**config.mk**
```make
export PLATFORM = sky130hd
export DESIGN_NAME = atari_input_top
export DESIGN_NICKNAME = d
export VERILOG_FILES = /design/src/common/atari_input_pkg.sv /design/src/common/paddle_in_if.sv /design/src/hdl/host_input_decode.sv /design/src/paddle_channel/paddle_channel.sv /design/src/hdl/console_port_mux.sv /design/src/hdl/atari_input_top.sv
export VERILOG_INCLUDE_DIRS = /design/src /design/src/common
export SDC_FILE = /design/constraint.sdc
export NUM_CORES = 1
export LEC_CHECK = 0
export ABC_CLOCK_PERIOD_IN_PS = 2310
export BUFFER_PORTS_ARGS = -buffer_cell sky130_fd_sc_hd__buf_2
export CAP_MARGIN = 10
export CORE_UTILIZATION = 47
export CTS_CLUSTER_DIAMETER = 50
export CTS_CLUSTER_SIZE = 40
export DETAILED_ROUTE_END_ITERATION = 10
export PLACE_DENSITY = 0.81
export SYNTH_ARGS = -nofsm -noshare
export SYNTH_HDL_FRONTEND = slang
export SYNTH_SLANG_ARGS = --single-unit
```
**constraint.sdc**
```tcl
create_clock -name clk_sys -period 2.31 [get_ports clk_sys]
set_input_delay 0.1155 -clock clk_sys [delete_from_list [all_inputs] [get_ports clk_sys]]
set_output_delay 0.1155 -clock clk_sys [all_outputs]
set_load 0.05 [all_outputs]
```
**src/common/atari_input_params.svh**
```systemverilog
//==========================================================================
// Sizes and limits of the controller front end. The widths follow the
// host word layout and must not change on their own. The mouse step
// limit and the stick threshold are in raw host counts.
//==========================================================================
`ifndef ATARI_INPUT_PARAMS_SVH
`define ATARI_INPUT_PARAMS_SVH

// Number of host controllers, one paddle channel each
`define PADDLE_PORTS 4

// Host word widths
`define JOY_WIDTH 16
`define ANALOG_WIDTH 16
`define POT_WIDTH 8
`define MOUSE_PKT_WIDTH 25
`define MOUSE_DELTA_WIDTH 9

// Largest mouse movement applied per packet, either direction
`define MOUSE_STEP_MAX 10

// Analog deflection needed to pick an axis
`define STICK_THRESHOLD 100

`endif

```
**src/common/atari_input_pkg.sv**
```systemverilog
//==========================================================================
// Types shared by the controller front end. Deltas and positions are
// two's complement. The mouse packet layout is the host's, with bit 24
// toggling once per new packet.
//==========================================================================
`include "atari_input_params.svh"

package atari_input_pkg;

	// Digital joystick word, bits 3..0 are up, down, left, right
	typedef logic [`JOY_WIDTH-1:0] joy_word_t;

	// Signed X in the low byte, signed Y in the high byte
	typedef logic [`ANALOG_WIDTH-1:0] analog_word_t;

	typedef logic [`POT_WIDTH-1:0] pot_t;
	typedef logic [`MOUSE_PKT_WIDTH-1:0] mouse_pkt_t;
	typedef logic signed [`MOUSE_DELTA_WIDTH-1:0] mouse_delta_t;
	typedef logic signed [`MOUSE_DELTA_WIDTH-1:0] mouse_pos_t;

	// Where a paddle channel takes its position from
	typedef enum logic [1:0] {
		pot_src_paddle,
		pot_src_stick,
		pot_src_mouse
	} pot_source_e;

	// Button positions in the joystick word
	localparam int joy_bit_fire   = 4;
	localparam int joy_bit_stick  = 5;
	localparam int joy_bit_paddle = 6;
	localparam int joy_bit_start  = 7;
	localparam int joy_bit_select = 8;
	localparam int joy_bit_pause  = 9;
	localparam int joy_bit_fire2  = 10;

endpackage

```
**src/common/paddle_in_if.sv**
```systemverilog
//==========================================================================
// Inputs of one paddle channel, already registered by the decoder.
// mouse_stb is a single-cycle pulse with no back-pressure, and the
// deltas are only meaningful while it is high.
//==========================================================================
`timescale 1ns/1ps

interface paddle_in_if;
	import atari_input_pkg::*;

	logic         stick_btn;
	logic         paddle_btn;
	analog_word_t joy_a;
	pot_t         paddle;
	logic         mouse_stb;
	mouse_delta_t mouse_dx;
	mouse_delta_t mouse_dy;
	// Bit 0 left, bit 1 right
	logic [1:0]   mouse_btn;

	modport src (
		output stick_btn, paddle_btn, joy_a, paddle,
		output mouse_stb, mouse_dx, mouse_dy, mouse_btn
	);

	modport dst (
		input stick_btn, paddle_btn, joy_a, paddle,
		input mouse_stb, mouse_dx, mouse_dy, mouse_btn
	);

endinterface

```
**src/hdl/host_input_decode.sv**
```systemverilog
//==========================================================================
// Registers the host controller words and decodes the mouse packet.
// Every output is one cycle behind its input. Only channel 0 sees the
// mouse. A packet that toggles on back-to-back cycles strobes each cycle.
//==========================================================================
`timescale 1ns/1ps
`include "atari_input_params.svh"

module host_input_decode (
	input  logic                        clk_sys,
	input  logic                        reset,
	input  atari_input_pkg::joy_word_t    joystick_0,
	input  atari_input_pkg::joy_word_t    joystick_1,
	input  atari_input_pkg::joy_word_t    joystick_2,
	input  atari_input_pkg::joy_word_t    joystick_3,
	input  atari_input_pkg::analog_word_t joystick_analog_0,
	input  atari_input_pkg::analog_word_t joystick_analog_1,
	input  atari_input_pkg::analog_word_t joystick_analog_2,
	input  atari_input_pkg::analog_word_t joystick_analog_3,
	input  atari_input_pkg::pot_t         paddle_0,
	input  atari_input_pkg::pot_t         paddle_1,
	input  atari_input_pkg::pot_t         paddle_2,
	input  atari_input_pkg::pot_t         paddle_3,
	input  atari_input_pkg::mouse_pkt_t   ps2_mouse,
	paddle_in_if.src                      ch [`PADDLE_PORTS],
	output atari_input_pkg::joy_word_t    joy_q [`PADDLE_PORTS]
);
	import atari_input_pkg::*;

	localparam mouse_delta_t step_max = `MOUSE_STEP_MAX;
	localparam mouse_delta_t step_min = -`MOUSE_STEP_MAX;

	joy_word_t    joy_in [`PADDLE_PORTS];
	analog_word_t analog_in [`PADDLE_PORTS];
	pot_t         paddle_in [`PADDLE_PORTS];

	logic         mouse_toggle_q;
	logic         mouse_stb_q;
	mouse_delta_t mouse_dx_q;
	mouse_delta_t mouse_dy_q;
	logic [1:0]   mouse_btn_q;

	// Sign-extend a 7-bit movement and limit it to one step
	function automatic mouse_delta_t clamp_step(input logic sign, input logic [6:0] mag);
		mouse_delta_t raw;
		raw = {sign, sign, mag};
		if (raw > step_max)
			return step_max;
		if (raw < step_min)
			return step_min;
		return raw;
	endfunction

	assign joy_in    = '{joystick_0, joystick_1, joystick_2, joystick_3};
	assign analog_in = '{joystick_analog_0, joystick_analog_1,
		joystick_analog_2, joystick_analog_3};
	assign paddle_in = '{paddle_0, paddle_1, paddle_2, paddle_3};

	always_ff @(posedge clk_sys) begin
		joy_q <= joy_in;
	end

	//==========================================================================
	// Mouse packet
	//==========================================================================
	always_ff @(posedge clk_sys) begin
		// Previous toggle bit for change detection
		mouse_toggle_q <= ps2_mouse[24];
		mouse_dx_q     <= clamp_step(ps2_mouse[4], ps2_mouse[15:9]);
		mouse_dy_q     <= clamp_step(ps2_mouse[5], ps2_mouse[23:17]);
		mouse_btn_q    <= ps2_mouse[1:0];
		if (reset) begin
			mouse_stb_q <= 1'b0;
		end else begin
			mouse_stb_q <= ps2_mouse[24] ^ mouse_toggle_q;
		end
	end

	//==========================================================================
	// Per-channel split
	//==========================================================================
	for (genvar i = 0; i < `PADDLE_PORTS; i++) begin : gen_ch
		always_ff @(posedge clk_sys) begin
			ch[i].stick_btn  <= joy_in[i][joy_bit_stick];
			ch[i].paddle_btn <= joy_in[i][joy_bit_paddle];
			ch[i].joy_a      <= analog_in[i];
			ch[i].paddle     <= paddle_in[i];
		end

		if (i == 0) begin : gen_mouse
			assign ch[i].mouse_stb = mouse_stb_q;
			assign ch[i].mouse_dx  = mouse_dx_q;
			assign ch[i].mouse_dy  = mouse_dy_q;
			assign ch[i].mouse_btn = mouse_btn_q;
		end else begin : gen_no_mouse
			assign ch[i].mouse_stb = 1'b0;
			assign ch[i].mouse_dx  = '0;
			assign ch[i].mouse_dy  = '0;
			assign ch[i].mouse_btn = '0;
		end
	end

endmodule

```
**src/paddle_channel/paddle_channel.sv**
```systemverilog
//==========================================================================
// One paddle channel. Picks paddle knob, analog stick or mouse as the
// source and one axis of it. The source and the mouse position settle
// one cycle after the inputs, and the pot and button one cycle later.
// Mouse positions saturate at -128 and 127.
//==========================================================================
`timescale 1ns/1ps
`include "atari_input_params.svh"

module paddle_channel (
	input  logic                  clk_sys,
	input  logic                  reset,
	paddle_in_if.dst              ch,
	input  logic                  invert_paddle,
	output atari_input_pkg::pot_t pot,
	output logic                  pot_btn
);
	import atari_input_pkg::*;

	localparam mouse_pos_t pos_max = 9'sd127;
	localparam mouse_pos_t pos_min = -9'sd128;

	pot_source_e src;
	logic        sel_y;
	mouse_pos_t  pos_x;
	mouse_pos_t  pos_y;
	logic        stick_x_hit;
	logic        stick_y_hit;
	pot_t        pre_pot;
	logic        pre_btn;

	function automatic mouse_pos_t saturate(input mouse_pos_t pos, input mouse_delta_t delta);
		mouse_pos_t sum;
		// Nine bits hold any position plus one clamped step
		sum = pos + delta;
		if (sum > pos_max)
			return pos_max;
		if (sum < pos_min)
			return pos_min;
		return sum;
	endfunction

	// Positive deflection past the threshold on either axis
	assign stick_x_hit = !ch.joy_a[7] && (ch.joy_a[7:0] > `STICK_THRESHOLD);
	assign stick_y_hit = !ch.joy_a[15] && (ch.joy_a[15:8] > `STICK_THRESHOLD);

	//==========================================================================
	// Source FSM, axis select and mouse position
	//==========================================================================
	always_ff @(posedge clk_sys) begin
		if (reset) begin
			src   <= pot_src_paddle;
			sel_y <= 1'b0;
			pos_x <= '0;
			pos_y <= '0;
		end else begin
			if (ch.mouse_stb) begin
				src   <= pot_src_mouse;
				pos_x <= saturate(pos_x, ch.mouse_dx);
				pos_y <= saturate(pos_y, ch.mouse_dy);
			end
			if (ch.stick_btn)
				src <= pot_src_stick;
			// Paddle button wins over everything else
			if (ch.paddle_btn)
				src <= pot_src_paddle;

			case (src)
				pot_src_mouse: begin
					if (ch.mouse_btn[0])
						sel_y <= 1'b1;
					else if (ch.mouse_btn[1])
						sel_y <= 1'b0;
				end
				pot_src_stick: begin
					if (stick_y_hit)
						sel_y <= 1'b1;
					else if (stick_x_hit)
						sel_y <= 1'b0;
				end
				default: begin
					sel_y <= sel_y;
				end
			endcase
		end
	end

	//==========================================================================
	// Pot value, two register stages
	//==========================================================================
	always_ff @(posedge clk_sys) begin
		case (src)
			pot_src_stick: pre_pot <= sel_y ? ch.joy_a[15:8] : ch.joy_a[7:0];
			pot_src_mouse: pre_pot <= sel_y ? pos_y[7:0] : pos_x[7:0];
			// Knob is centred on 0x80
			default:       pre_pot <= {~ch.paddle[7], ch.paddle[6:0]};
		endcase
		pot <= invert_paddle ? ~pre_pot : pre_pot;
	end

	always_ff @(posedge clk_sys) begin
		if (reset) begin
			pre_btn <= 1'b0;
			pot_btn <= 1'b0;
		end else begin
			case (src)
				pot_src_stick: pre_btn <= ch.stick_btn;
				pot_src_mouse: pre_btn <= |ch.mouse_btn;
				default:       pre_btn <= ch.paddle_btn;
			endcase
			pot_btn <= pre_btn;
		end
	end

endmodule

```
**src/hdl/console_port_mux.sv**
```systemverilog
//==========================================================================
// Console side of the front end. Applies the player swap and drives the
// active-low player inputs one cycle after its inputs. Pause toggles
// on each press of any controller's pause button, seen through a
// two-stage synchroniser.
//==========================================================================
`timescale 1ns/1ps
`include "atari_input_params.svh"

module console_port_mux (
	input  logic                       clk_sys,
	input  logic                       reset,
	input  logic                       swap_players,
	input  atari_input_pkg::joy_word_t joy_q [`PADDLE_PORTS],
	input  atari_input_pkg::pot_t      pot_in [`PADDLE_PORTS],
	input  logic                       pot_btn_in [`PADDLE_PORTS],
	output logic [3:0]                 p1_dir_n,
	output logic [3:0]                 p2_dir_n,
	output logic                       p1_fire_n,
	output logic                       p1_fire2_n,
	output logic                       p2_fire_n,
	output logic                       p2_fire2_n,
	output atari_input_pkg::pot_t      pot_1,
	output atari_input_pkg::pot_t      pot_2,
	output atari_input_pkg::pot_t      pot_3,
	output atari_input_pkg::pot_t      pot_4,
	output logic [`PADDLE_PORTS-1:0]   pot_btn_n,
	output logic                       start_n,
	output logic                       select_n,
	output logic                       pause
);
	import atari_input_pkg::*;

	joy_word_t                p1_joy;
	joy_word_t                p2_joy;
	pot_t                     pot_sw [`PADDLE_PORTS];
	logic [`PADDLE_PORTS-1:0] btn_sw;
	logic                     start_any;
	logic                     select_any;
	logic                     pause_any;
	logic [1:0]               pause_sync;
	logic                     pause_prev;

	assign p1_joy = swap_players ? joy_q[1] : joy_q[0];
	assign p2_joy = swap_players ? joy_q[0] : joy_q[1];

	// Swap exchanges pots in pairs, 1 with 2 and 3 with 4
	always_comb begin
		start_any  = 1'b0;
		select_any = 1'b0;
		pause_any  = 1'b0;
		for (int i = 0; i < `PADDLE_PORTS; i++) begin
			pot_sw[i]  = swap_players ? pot_in[i ^ 1] : pot_in[i];
			btn_sw[i]  = swap_players ? pot_btn_in[i ^ 1] : pot_btn_in[i];
			start_any  = start_any | joy_q[i][joy_bit_start];
			select_any = select_any | joy_q[i][joy_bit_select];
			pause_any  = pause_any | joy_q[i][joy_bit_pause];
		end
	end

	always_ff @(posedge clk_sys) begin
		if (reset) begin
			p1_dir_n   <= '1;
			p2_dir_n   <= '1;
			p1_fire_n  <= 1'b1;
			p1_fire2_n <= 1'b1;
			p2_fire_n  <= 1'b1;
			p2_fire2_n <= 1'b1;
			pot_btn_n  <= '1;
			start_n    <= 1'b1;
			select_n   <= 1'b1;
		end else begin
			p1_dir_n   <= ~p1_joy[3:0];
			p2_dir_n   <= ~p2_joy[3:0];
			p1_fire_n  <= ~p1_joy[joy_bit_fire];
			p1_fire2_n <= ~p1_joy[joy_bit_fire2];
			p2_fire_n  <= ~p2_joy[joy_bit_fire];
			p2_fire2_n <= ~p2_joy[joy_bit_fire2];
			pot_btn_n  <= ~btn_sw;
			start_n    <= ~start_any;
			select_n   <= ~select_any;
		end
	end

	always_ff @(posedge clk_sys) begin
		pot_1 <= pot_sw[0];
		pot_2 <= pot_sw[1];
		pot_3 <= pot_sw[2];
		pot_4 <= pot_sw[3];
	end

	//==========================================================================
	// Pause toggle
	//==========================================================================
	always_ff @(posedge clk_sys) begin
		if (reset) begin
			pause_sync <= '0;
			pause_prev <= 1'b0;
			pause      <= 1'b0;
		end else begin
			pause_sync <= {pause_sync[0], pause_any};
			pause_prev <= pause_sync[1];
			// Rising edge only, a held button toggles once
			if (pause_sync[1] && !pause_prev)
				pause <= ~pause;
		end
	end

endmodule

```
**src/hdl/atari_input_top.sv**
```systemverilog
//==========================================================================
// Controller front end top level. Four host controllers and one mouse
// in, console player inputs out. Pots trail the host inputs by four
// cycles and directions by two. Only pot 1 can follow the mouse.
//==========================================================================
`timescale 1ns/1ps
`include "atari_input_params.svh"

module atari_input_top (
	input  logic                          clk_sys,
	input  logic                          reset,
	input  atari_input_pkg::joy_word_t    joystick_0,
	input  atari_input_pkg::joy_word_t    joystick_1,
	input  atari_input_pkg::joy_word_t    joystick_2,
	input  atari_input_pkg::joy_word_t    joystick_3,
	input  atari_input_pkg::analog_word_t joystick_analog_0,
	input  atari_input_pkg::analog_word_t joystick_analog_1,
	input  atari_input_pkg::analog_word_t joystick_analog_2,
	input  atari_input_pkg::analog_word_t joystick_analog_3,
	input  atari_input_pkg::pot_t         paddle_0,
	input  atari_input_pkg::pot_t         paddle_1,
	input  atari_input_pkg::pot_t         paddle_2,
	input  atari_input_pkg::pot_t         paddle_3,
	input  atari_input_pkg::mouse_pkt_t   ps2_mouse,
	input  logic                          swap_players,
	input  logic                          invert_paddle,
	output logic [3:0]                    p1_dir_n,
	output logic [3:0]                    p2_dir_n,
	output logic                          p1_fire_n,
	output logic                          p1_fire2_n,
	output logic                          p2_fire_n,
	output logic                          p2_fire2_n,
	output atari_input_pkg::pot_t         pot_1,
	output atari_input_pkg::pot_t         pot_2,
	output atari_input_pkg::pot_t         pot_3,
	output atari_input_pkg::pot_t         pot_4,
	output logic [`PADDLE_PORTS-1:0]      pot_btn_n,
	output logic                          start_n,
	output logic                          select_n,
	output logic                          pause
);
	import atari_input_pkg::*;

	paddle_in_if ch_if [`PADDLE_PORTS] ();

	joy_word_t joy_q [`PADDLE_PORTS];
	pot_t      pot_w [`PADDLE_PORTS];
	logic      pot_btn_w [`PADDLE_PORTS];

	host_input_decode host_input_decode_inst (
		.clk_sys           (clk_sys),
		.reset             (reset),
		.joystick_0        (joystick_0),
		.joystick_1        (joystick_1),
		.joystick_2        (joystick_2),
		.joystick_3        (joystick_3),
		.joystick_analog_0 (joystick_analog_0),
		.joystick_analog_1 (joystick_analog_1),
		.joystick_analog_2 (joystick_analog_2),
		.joystick_analog_3 (joystick_analog_3),
		.paddle_0          (paddle_0),
		.paddle_1          (paddle_1),
		.paddle_2          (paddle_2),
		.paddle_3          (paddle_3),
		.ps2_mouse         (ps2_mouse),
		.ch                (ch_if),
		.joy_q             (joy_q)
	);

	for (genvar i = 0; i < `PADDLE_PORTS; i++) begin : gen_paddle
		paddle_channel paddle_channel_inst (
			.clk_sys       (clk_sys),
			.reset         (reset),
			.ch            (ch_if[i]),
			.invert_paddle (invert_paddle),
			.pot           (pot_w[i]),
			.pot_btn       (pot_btn_w[i])
		);
	end

	console_port_mux console_port_mux_inst (
		.clk_sys      (clk_sys),
		.reset        (reset),
		.swap_players (swap_players),
		.joy_q        (joy_q),
		.pot_in       (pot_w),
		.pot_btn_in   (pot_btn_w),
		.p1_dir_n     (p1_dir_n),
		.p2_dir_n     (p2_dir_n),
		.p1_fire_n    (p1_fire_n),
		.p1_fire2_n   (p1_fire2_n),
		.p2_fire_n    (p2_fire_n),
		.p2_fire2_n   (p2_fire2_n),
		.pot_1        (pot_1),
		.pot_2        (pot_2),
		.pot_3        (pot_3),
		.pot_4        (pot_4),
		.pot_btn_n    (pot_btn_n),
		.start_n      (start_n),
		.select_n     (select_n),
		.pause        (pause)
	);

endmodule

```
==> flow_summary.rst, run 1 <==
.. list-table::
   :header-rows: 1

   * - Metric
     - Value
   * - Outcome
     - finished with violations
   * - Fraction of registers with async set or reset after synthesis
     - 0
   * - Setup TNS after final layout
     - -0.0130 ns
   * - Clock Pin Slew Worst Setup and Hold Paths
     - 0.09 ns
   * - Switching Power
     - 3.80 mW
   * - Clock Skews
     - 0.0156 ns
   * - Post-layout nets
     - 1411
   * - Headroom to the max-slew limit
     - 0.514
   * - Count of max-cap constraint violations
     - 0
   * - Delay contributed by the slowest stage of the critical path
     - 0.39 ns
   * - Number of clock buffers inserted by TritonCTS
     - 27
   * - Startpoint Class
     - register
   * - Antenna violation net count after detailed routing
     - 0
   * - Vias in the first global route
     - 7746
   * - Max FO, Critical Path
     - 3
   * - Most frequent cells in the layout
     - sky130_fd_sc_hd__dfxtp_1 (298), sky130_fd_sc_hd__buf_2 (201), sky130_fd_sc_hd__dlygate4sd3_1 (157)
   * - Number of hold-slack violations in the final timing report
     - 0
   * - Area of combinational cells with multiple inputs
     - 3540 µm²
   * - Cell leakage power
     - 5.91 nW
   * - Area used by sequential logic in the layout
     - 6030 µm²
   * - I/O pin cnt
     - 240
   * - Instance area after placement
     - 11000 µm²
   * - Hold slack final
     - 0.0978 ns
   * - Layout overhead on the synthesized area
     - 40.8%
   * - Post-layout min period
     - 2.32 ns
   * - Measured slew at the worst slew-check pin
     - 0.730 ns
   * - Via-to-Cell Ratio
     - 4.98
   * - Total of warnings raised by yosys
     - 0
   * - Relative contribution of the clock network to total power
     - 0.376
   * - Number of pins exceeding their max-slew limit in the final report
     - 0
   * - DIE HEIGHT
     - 146 µm
   * - Largest cells by area after synthesis
     - sky130_fd_sc_hd__dfxtp_1 (62%), sky130_fd_sc_hd__mux2_2 (7.3%), sky130_fd_sc_hd__xor2_1 (3.5%)
   * - Arrival time reported for the critical path endpoint
     - 2.78 ns
   * - Portion of synthesized cell area occupied by the leading cell type
     - 0.619
   * - Internal power
     - 9.09 mW
   * - Average cell area after synthesis
     - 11.7 µm²
   * - Count of input and output buffers
     - 201
   * - Syn Inst Count
     - 829
   * - Core Footprint
     - 20200 µm²
   * - Number of flops mapped to enable cells by yosys
     - 0
   * - Number of core rows
     - 52
   * - Global placement routability congestion
     - 0.830
   * - Number of distinct library cells after synthesis
     - 62
   * - Initial core utilization
     - 0.481
   * - Routed WL per cell
     - 16.6 µm
   * - Most used flip-flop cell after synthesis
     - sky130_fd_sc_hd__dfxtp_1
   * - RSZ-0062 raised after global routing
     - true
   * - First-pass GRT wire length
     - 38300 µm
   * - Total via count in the routed design
     - 7450
   * - Final WL
     - 24800 µm
   * - CTS Buffer Depth
     - 3
   * - Worst path required time
     - 2.76 ns
   * - CP max stage cell
     - sky130_fd_sc_hd__fa_2
   * - Dominant cell type by area after synthesis
     - sky130_fd_sc_hd__dfxtp_1
   * - Maximum level of the CTS H-tree
     - 1
   * - Synthesis-stage register bit count
     - 301
   * - Detailed-route DRC error count
     - 0
   * - Classification of the worst setup path
     - reg2reg
   * - Number of clock sinks
     - 301
   * - Violations in the final reports
     - setup timing
   * - Leading cell type in the layout, fill and taps excluded
     - sky130_fd_sc_hd__dfxtp_1
   * - Cell area after technology mapping
     - 9730 µm²
   * - Switching power as a share of total power
     - 0.295
   * - Timing-limited maximum frequency
     - 430 MHz
   * - Part of the power in combinational logic
     - 0.166
   * - HPWL after DPL
     - 14000 µm
   * - First drt pass iteration count
     - 5
   * - Die Width
     - 146 µm
   * - Final count of negative-setup-slack endpoints
     - 1
   * - Hold Path Class
     - in2reg
   * - Power per standard cell area
     - 941 nW/µm²
   * - Drt first-iter violations
     - 337
   * - Sequential fraction of the synthesis area
     - 0.619
   * - Worst-path cell chain
     - ha_4 > inv_2 > fa_2 > nor2b_2 > o211ai_1 > a31o_2 > xnor2_2 > maj3_2 > a211oi_2
   * - Worst-skew pair later-pin latency
     - 0.54 ns
   * - Sequential cell fraction of total power
     - 0.458
   * - Final instance area
     - 13700 µm²
   * - CTS tree
     - yes
   * - Number of antenna violations at the first check in global routing
     - 4
   * - Critical Path End Type
     - register
   * - Clock root cell
     - sky130_fd_sc_hd__clkbuf_16
   * - Share of the cycle needed by the critical path after routing
     - 1.01
   * - Largest vdd supply drop
     - 0.706 mV
   * - Die Footprint
     - 21300 µm²
   * - Syn nets
     - 1040
   * - Remaining global-route overflow
     - 0
   * - Final worst-path setup slack
     - -0.0130 ns
   * - Global-route usage over all layers
     - 0.228
   * - Number of fill cells
     - 1417
   * - Fraction of final layout cells sized beyond drive strength 1
     - 0.296
   * - Maximum number of pins on one net before global-route repair
     - 32
[cell usage after synthesis, drive strengths merged, types with 2 or more instances]
cell,n
nor2b,16
a2111oi,3
xnor2,10
dfxtp,301
mux2i,31
a32oi,7
nor4,2
nand4,3
nand4b,7
fa,2
a211oi,4
o211ai,2
nand2,27
buf,7
o21a,5
clkbuf,25
o41ai,3
nand2b,2
nor3,11
mux2,64
a21oi,57
nor3b,2
or3,5
or2,2
inv,25
o21ai,30
o22ai,2
a221oi,8
nand3,3
xor2,39
o21bai,2
maj3,3
nor2,73
ha,20
a21o,10
[flip-flops by register name (all words and copies together), names as in the netlist, 9 cells and up]
name,count
gen_paddle.paddle_channel_inst.pot,32
gen_paddle.paddle_channel_inst.pos_y,9
host_input_decode_inst.ch.paddle,32
gen_paddle.paddle_channel_inst.pos_x,9
host_input_decode_inst.ch.joy_a,64
host_input_decode_inst.joy_q,32
gen_paddle.paddle_channel_inst.pre_pot,32
[power groups by stage]
stage          clock network [mW]  logic [mW]  registers (mW)
5_1_grt                      5.15        2.30            5.95
2_1_floorplan                   0       0.970            6.33
3_3_place_gp                    0        1.82            5.99
4_1_cts                      4.90        2.07            5.89
6_report                     4.84        2.14            5.91
3_5_place_dp                    0        1.85            6.01
[area by class of cell]
class	count	share of cell area
flip-flops and latches	301	0.440
multi-input cells	470	0.258
repair buffers	374	0.197
clock buffers	28	0.0503
well taps	270	0.0247
clock inverters	22	0.0218
inverters	26	0.00712
diodes	4	0.000731
[timing repair]
item | in CTS | in global routing
pin swaps | 0 | 10
endpoints found under the hold margin | 148 | 0
resized for setup | 3 | 19
hold buffers | 157 | 0
setup buffers | 0 | 2
setup endpoints to repair | 3 | 13
[per-stage QoR]
stage | cells | setup slack [ns] | util | power, mW
after floorplan | 829 | 0.145 | - | 7.30
after global placement | 1282 | 0.0366 | 0.546 | 7.81
after detailed placement | 1282 | -0.0121 | 0.546 | 7.85
after CTS | 1489 | -0.00298 | 0.673 | 12.9
after global routing | 1495 | -0.0893 | 0.677 | 13.4
final | 1495 | -0.0130 | 0.677 | 12.9
[worst paths after layout]
check / slack [ns] / endpoint / depth (start not counted) / startpoint
setup / recovery: -0.01 / gen_paddle[0].paddle_channel_inst.pos_y[1]$_SDFFE_PP0P_ / 9 / gen_paddle[0].paddle_channel_inst.pos_y[0]$_SDFFE_PP0P_
hold / removal: 0.1 / console_port_mux_inst.p1_fire2_n$_SDFF_PP1_ / 4 / reset
setup reg to reg: -0.01 / gen_paddle[0].paddle_channel_inst.pos_y[1]$_SDFFE_PP0P_ / 9 / gen_paddle[0].paddle_channel_inst.pos_y[0]$_SDFFE_PP0P_
hold reg to reg: 0.41 / gen_paddle[1].paddle_channel_inst.pot[4]$_DFF_P_ / 1 / gen_paddle[1].paddle_channel_inst.pre_pot[4]$_DFF_P_
[metal layers]
layer | GRT usage | vias to the layer above | part of all wire
met1 | 0.252 | 3467 | 0.39
met3 | 0.0433 | 98 | 0.051
met2 | 0.403 | 270 | 0.49
met5 | 0 | - | 0
met4 | 0.143 | 0 | 0.061
li1 | - | 3615 | -
[worst max-delay path: cells and delay by family, from the launching register on]
kind / cells / cell delay (ns)
XOR/XNOR: 1 / 0.16
AND/OR/NAND/NOR: 1 / 0.14
adder cells (fa/ha/maj): 3 / 0.88
buffers and inverters: 1 / 0.04
AO/OA/AOI/OAI: 3 / 0.64
flip-flops: 1 / 0.38
[cells by family after synthesis]
group | Yosys count | synth area share
DFF | 301 | 0.619
xor gates and xnor gates | 49 | 0.0441
and+or+nand+nor | 157 | 0.0775
muxes | 95 | 0.106
AOI/OAI and AO/OA | 144 | 0.0966
buffers and inverters | 58 | 0.0233
adders and majority gates | 25 | 0.0332
No activity file was read; power rests on OpenSTA's default activity.
==> run 2: changes to the inputs <==
--- a/config.mk
+++ b/config.mk
@@ -6,6 +6,7 @@
 export SDC_FILE = /design/constraint.sdc
 export NUM_CORES = 1
 export LEC_CHECK = 0
+export ABC_AREA = 1
 export ABC_CLOCK_PERIOD_IN_PS = 2310
 export BUFFER_PORTS_ARGS = -buffer_cell sky130_fd_sc_hd__buf_2
 export CAP_MARGIN = 10
==> flow_summary.rst, run 2 <==
.. list-table::
   :header-rows: 1

   * - Metric
     - Value
   * - Worst-skew pair later-pin latency
     - 0.55 ns (about the same)
   * - CTS tree
     - yes
   * - Cell area after technology mapping
     - 9710 µm² (-0.21%)
   * - Fraction of final layout cells sized beyond drive strength 1
     - 0.210 (-0.0865)
   * - Pre-CTS worst setup slack
     - 0.400 ns (+0.412 ns)
   * - Number of clock sinks
     - 301 (unchanged)
   * - Largest Register
     - host_input_decode_inst.ch.joy_a
   * - Sequential fraction of the synthesis area
     - 0.621 (+0.00128)
   * - Number of pins exceeding their max-slew limit in the final report
     - 0 (unchanged)
   * - Maximum number of pins on one net before global-route repair
     - 49 (+53%)
   * - Vias in the first global route
     - 8342 (+7.7%)
   * - Clock Pin Slew Worst Setup and Hold Paths
     - 0.08 ns (about the same)
   * - Number of fill cells
     - 1473 (+4.0%)
   * - Max FO, Critical Path
     - 3 (unchanged)
   * - Number of clock buffers inserted by TritonCTS
     - 28 (+3.7%)
   * - HPWL after DPL
     - 14700 µm (+5.0%)
   * - Total via count in the routed design
     - 8034 (+7.8%)
   * - Layout overhead on the synthesized area
     - 39.4%
   * - CTS Buffer Depth
     - 3 (unchanged)
   * - Syn nets
     - 1216 (+17%)
   * - Critical Path End Type
     - register
   * - Hold Path Class
     - in2reg
   * - Count of max-cap constraint violations
     - 0 (unchanged)
   * - Initial core utilization
     - 0.480 (-0.000989)
   * - Global placement routability congestion
     - 0.899 (+8.3%)
   * - Arrival time reported for the critical path endpoint
     - 2.44 ns (-0.34 ns)
   * - Synth cell count leaders
     - sky130_fd_sc_hd__dfxtp_1 (301), sky130_fd_sc_hd__nand2_1 (149), sky130_fd_sc_hd__o21ai_0 (140), sky130_fd_sc_hd__inv_1 (96), sky130_fd_sc_hd__nor2_1 (59)
   * - Largest cells by area after synthesis
     - sky130_fd_sc_hd__dfxtp_1 (62%), sky130_fd_sc_hd__o21ai_0 (7.2%), sky130_fd_sc_hd__nand2_1 (5.8%)
   * - Post-layout nets
     - 1577 (+12%)
   * - Fraction of registers with async set or reset after synthesis
     - 0 (unchanged)
   * - Timing-limited maximum frequency
     - 507 MHz (+18%)
   * - Die Footprint
     - 21200 µm² (-0.20%)
   * - Power per standard cell area
     - 920 nW/µm² (-2.2%)
   * - Share of the cycle needed by the critical path after routing
     - 0.854 (-0.152)
   * - Clock root cell
     - sky130_fd_sc_hd__clkbuf_16
   * - Number of flops mapped to enable cells by yosys
     - 0 (unchanged)
   * - Routed WL per cell
     - 15.1 µm (-9.0%)
   * - Post-layout min period
     - 1.97 ns (-0.351 ns)
   * - Average cell area after synthesis
     - 9.66 µm² (-18%)
   * - Number of flip-flops in the largest register
     - 64 (unchanged)
   * - Cell leakage power
     - 6.23 nW (+5.5%)
   * - Antenna violation net count after detailed routing
     - 0 (unchanged)
   * - Number of distinct library cells after synthesis
     - 37 (-40%)
   * - Number of hold-slack violations in the final timing report
     - 0 (unchanged)
   * - Worst path required time
     - 2.78 ns (+0.02 ns)
   * - First-pass GRT wire length
     - 40300 µm (+5.2%)
   * - Placed cell count
     - 1452 (+13%)
   * - Most used flip-flop cell after synthesis
     - sky130_fd_sc_hd__dfxtp_1
   * - Headroom to the max-slew limit
     - 0.560 (+0.0465)
   * - Final WL
     - 25100 µm (+1.0%)
   * - Synthesis-stage register bit count
     - 301 (unchanged)
   * - Largest vdd supply drop
     - 0.660 mV (-6.5%)
   * - Setup TNS after final layout
     - 0 ns (+0.0130 ns)
   * - Core Footprint
     - 20200 µm² (unchanged)
   * - Die Width
     - 146 µm (about the same)
   * - I/O pin cnt
     - 240 (unchanged)
   * - Final core utilization
     - 0.669 (-0.00835)
   * - Detailed-route DRC error count
     - 0 (unchanged)
   * - Most frequent cells in the layout
     - sky130_fd_sc_hd__dfxtp_1 (301), sky130_fd_sc_hd__buf_2 (201), sky130_fd_sc_hd__dlygate4sd3_1 (154)
   * - Leading cell type in the layout, fill and taps excluded
     - sky130_fd_sc_hd__dfxtp_1
   * - Most frequent cell after synthesis
     - sky130_fd_sc_hd__dfxtp_1
   * - Drt first-iter violations
     - 594 (+76%)
   * - Measured slew at the worst slew-check pin
     - 0.659 ns (-0.0705 ns)
   * - Total of warnings raised by yosys
     - 0 (unchanged)
   * - Number of antenna violations at the first check in global routing
     - 3 (-1)
   * - Maximum level of the CTS H-tree
     - 1 (unchanged)
   * - DIE HEIGHT
     - 146 µm (about the same)
   * - Count of input and output buffers
     - 201 (unchanged)
   * - Hold slack final
     - 0.135 ns (+0.0372 ns)
   * - Startpoint Class
     - register
   * - Via-to-Cell Ratio
     - 4.84 (-2.8%)
   * - Non-filler cells in the finished layout
     - 1659 (+11%)
   * - Syn Inst Count
     - 1005 (+21%)
   * - Final count of negative-setup-slack endpoints
     - 0 (-1)
   * - Outcome
     - finished, final reports clean
   * - Final worst-path setup slack
     - 0.338 ns (+0.351 ns)
   * - RSZ-0062 raised after global routing
     - false
   * - Classification of the worst setup path
     - reg2reg
   * - Number of core rows
     - 52 (unchanged)
   * - Area used by sequential logic in the layout
     - 6030 µm² (about the same)
   * - First drt pass iteration count
     - 5 (unchanged)
   * - Global-route usage over all layers
     - 0.238 (+0.0102)
   * - Setup fix buffers added after clock tree synthesis
     - 0 (unchanged)
   * - Area of combinational cells with multiple inputs
     - 3160 µm² (-11%)
   * - Clock Skews
     - 0.0265 ns (+0.0110 ns)
   * - Dominant cell type by area after synthesis
     - sky130_fd_sc_hd__dfxtp_1
   * - Portion of synthesized cell area occupied by the leading cell type
     - 0.621 (+0.00128)
   * - Remaining global-route overflow
     - 0 (unchanged)
run 2: changes by cell type after synthesis, sizes merged, moves of 10 or more:
cell / before / now
o21ai: 30 / 140
nor2: 73 / 63
nor2b: 16 / 0
nand2: 27 / 162
mux2: 64 / 0
inv: 25 / 96
nor3: 11 / 0
mux2i: 31 / 0
nand3: 3 / 25
a21o: 10 / 0
run 2: layout make-up:
class                           instances  share of cell area
Tap cell                              270              0.0250
Antenna cell                            3            0.000555
Timing Repair Buffer                  361               0.192
Clock buffer                           34              0.0572
Sequential cell                       301               0.445
Multi-Input combinational cell        572               0.233
Clock inverter                         16              0.0186
Inverter                              102              0.0283
run 2: through the flow:
stage	instance area [µm²]	power (mW)
floorplan	9710	6.92
global placement	11000	7.32
detailed placement	11000	7.36
CTS	13500	12.5
global route	13500	12.9
finish	13500	12.5
run 2: cell families (layout without fill, tap and decap cells):
kind of cell | Yosys count | count (layout) | synth area share
DFF | 301 | 301 | 0.621
and+or+nand+nor | 269 | 269 | 0.120
AOI/OAI and AO/OA | 238 | 238 | 0.137
buffers and inverters | 132 | 513 | 0.0541
xor gates and xnor gates | 43 | 43 | 0.0388
adders and majority gates | 22 | 22 | 0.0299
other | 0 | 3 | 0
run 2: per-layer routing:
| metal | global-route usage | vias to the layer above | routed length [µm] | part of all wire |
|---|---|---|---|---|
| li1 | - | 3987 | - | - |
| met1 | 0.284 | 3637 | 10500 | 0.42 |
| met2 | 0.407 | 305 | 12000 | 0.48 |
| met3 | 0.0395 | 105 | 1260 | 0.050 |
| met4 | 0.135 | 0 | 1350 | 0.054 |
| met5 | 0 | - | 0 | 0 |
run 2: worst max-delay path, cell delays in order (launching register included):
cell                      delay (ns)
sky130_fd_sc_hd__dfxtp_1        0.37
sky130_fd_sc_hd__ha_1           0.19
sky130_fd_sc_hd__inv_1          0.06
sky130_fd_sc_hd__fa_1           0.36
sky130_fd_sc_hd__inv_1          0.07
sky130_fd_sc_hd__nand2_1        0.06
sky130_fd_sc_hd__nand2_1        0.09
sky130_fd_sc_hd__and2_1         0.17
sky130_fd_sc_hd__nand3_1        0.07
sky130_fd_sc_hd__nand2_1        0.08
sky130_fd_sc_hd__xor2_1         0.16
sky130_fd_sc_hd__nand2_1        0.07
sky130_fd_sc_hd__a21oi_1        0.14
run 2: worst paths after layout:
| kind | from | end | slack, ns | cells past startpoint |
|---|---|---|---|---|
| worst max-delay path | gen_paddle[0].paddle_channel_inst.pos_x[0]$_SDFFE_PP0P_ | gen_paddle[0].paddle_channel_inst.pos_x[6]$_SDFFE_PP0P_ | 0.34 | 12 |
| worst min-delay path | reset | console_port_mux_inst.pause_prev$_SDFF_PP0_ | 0.14 | 3 |
| worst max register to register | gen_paddle[0].paddle_channel_inst.pos_x[0]$_SDFFE_PP0P_ | gen_paddle[0].paddle_channel_inst.pos_x[6]$_SDFFE_PP0P_ | 0.34 | 12 |
| worst min register to register | gen_paddle[1].paddle_channel_inst.pre_btn$_SDFF_PP0_ | gen_paddle[1].paddle_channel_inst.pot_btn$_SDFF_PP0_ | 0.41 | 2 |
run 2: power breakdown:
part	switching (mW)	internal, mW	leakage, nW
registers	0.204	5.62	2.53
clock network	2.20	2.75	0.495
logic	1.04	0.636	3.21
run 2: repair_timing:
action / CTS / global route
resized for setup: 0 / 0
hold endpoints to repair: 152 / 0
hold buffers: 154 / 0
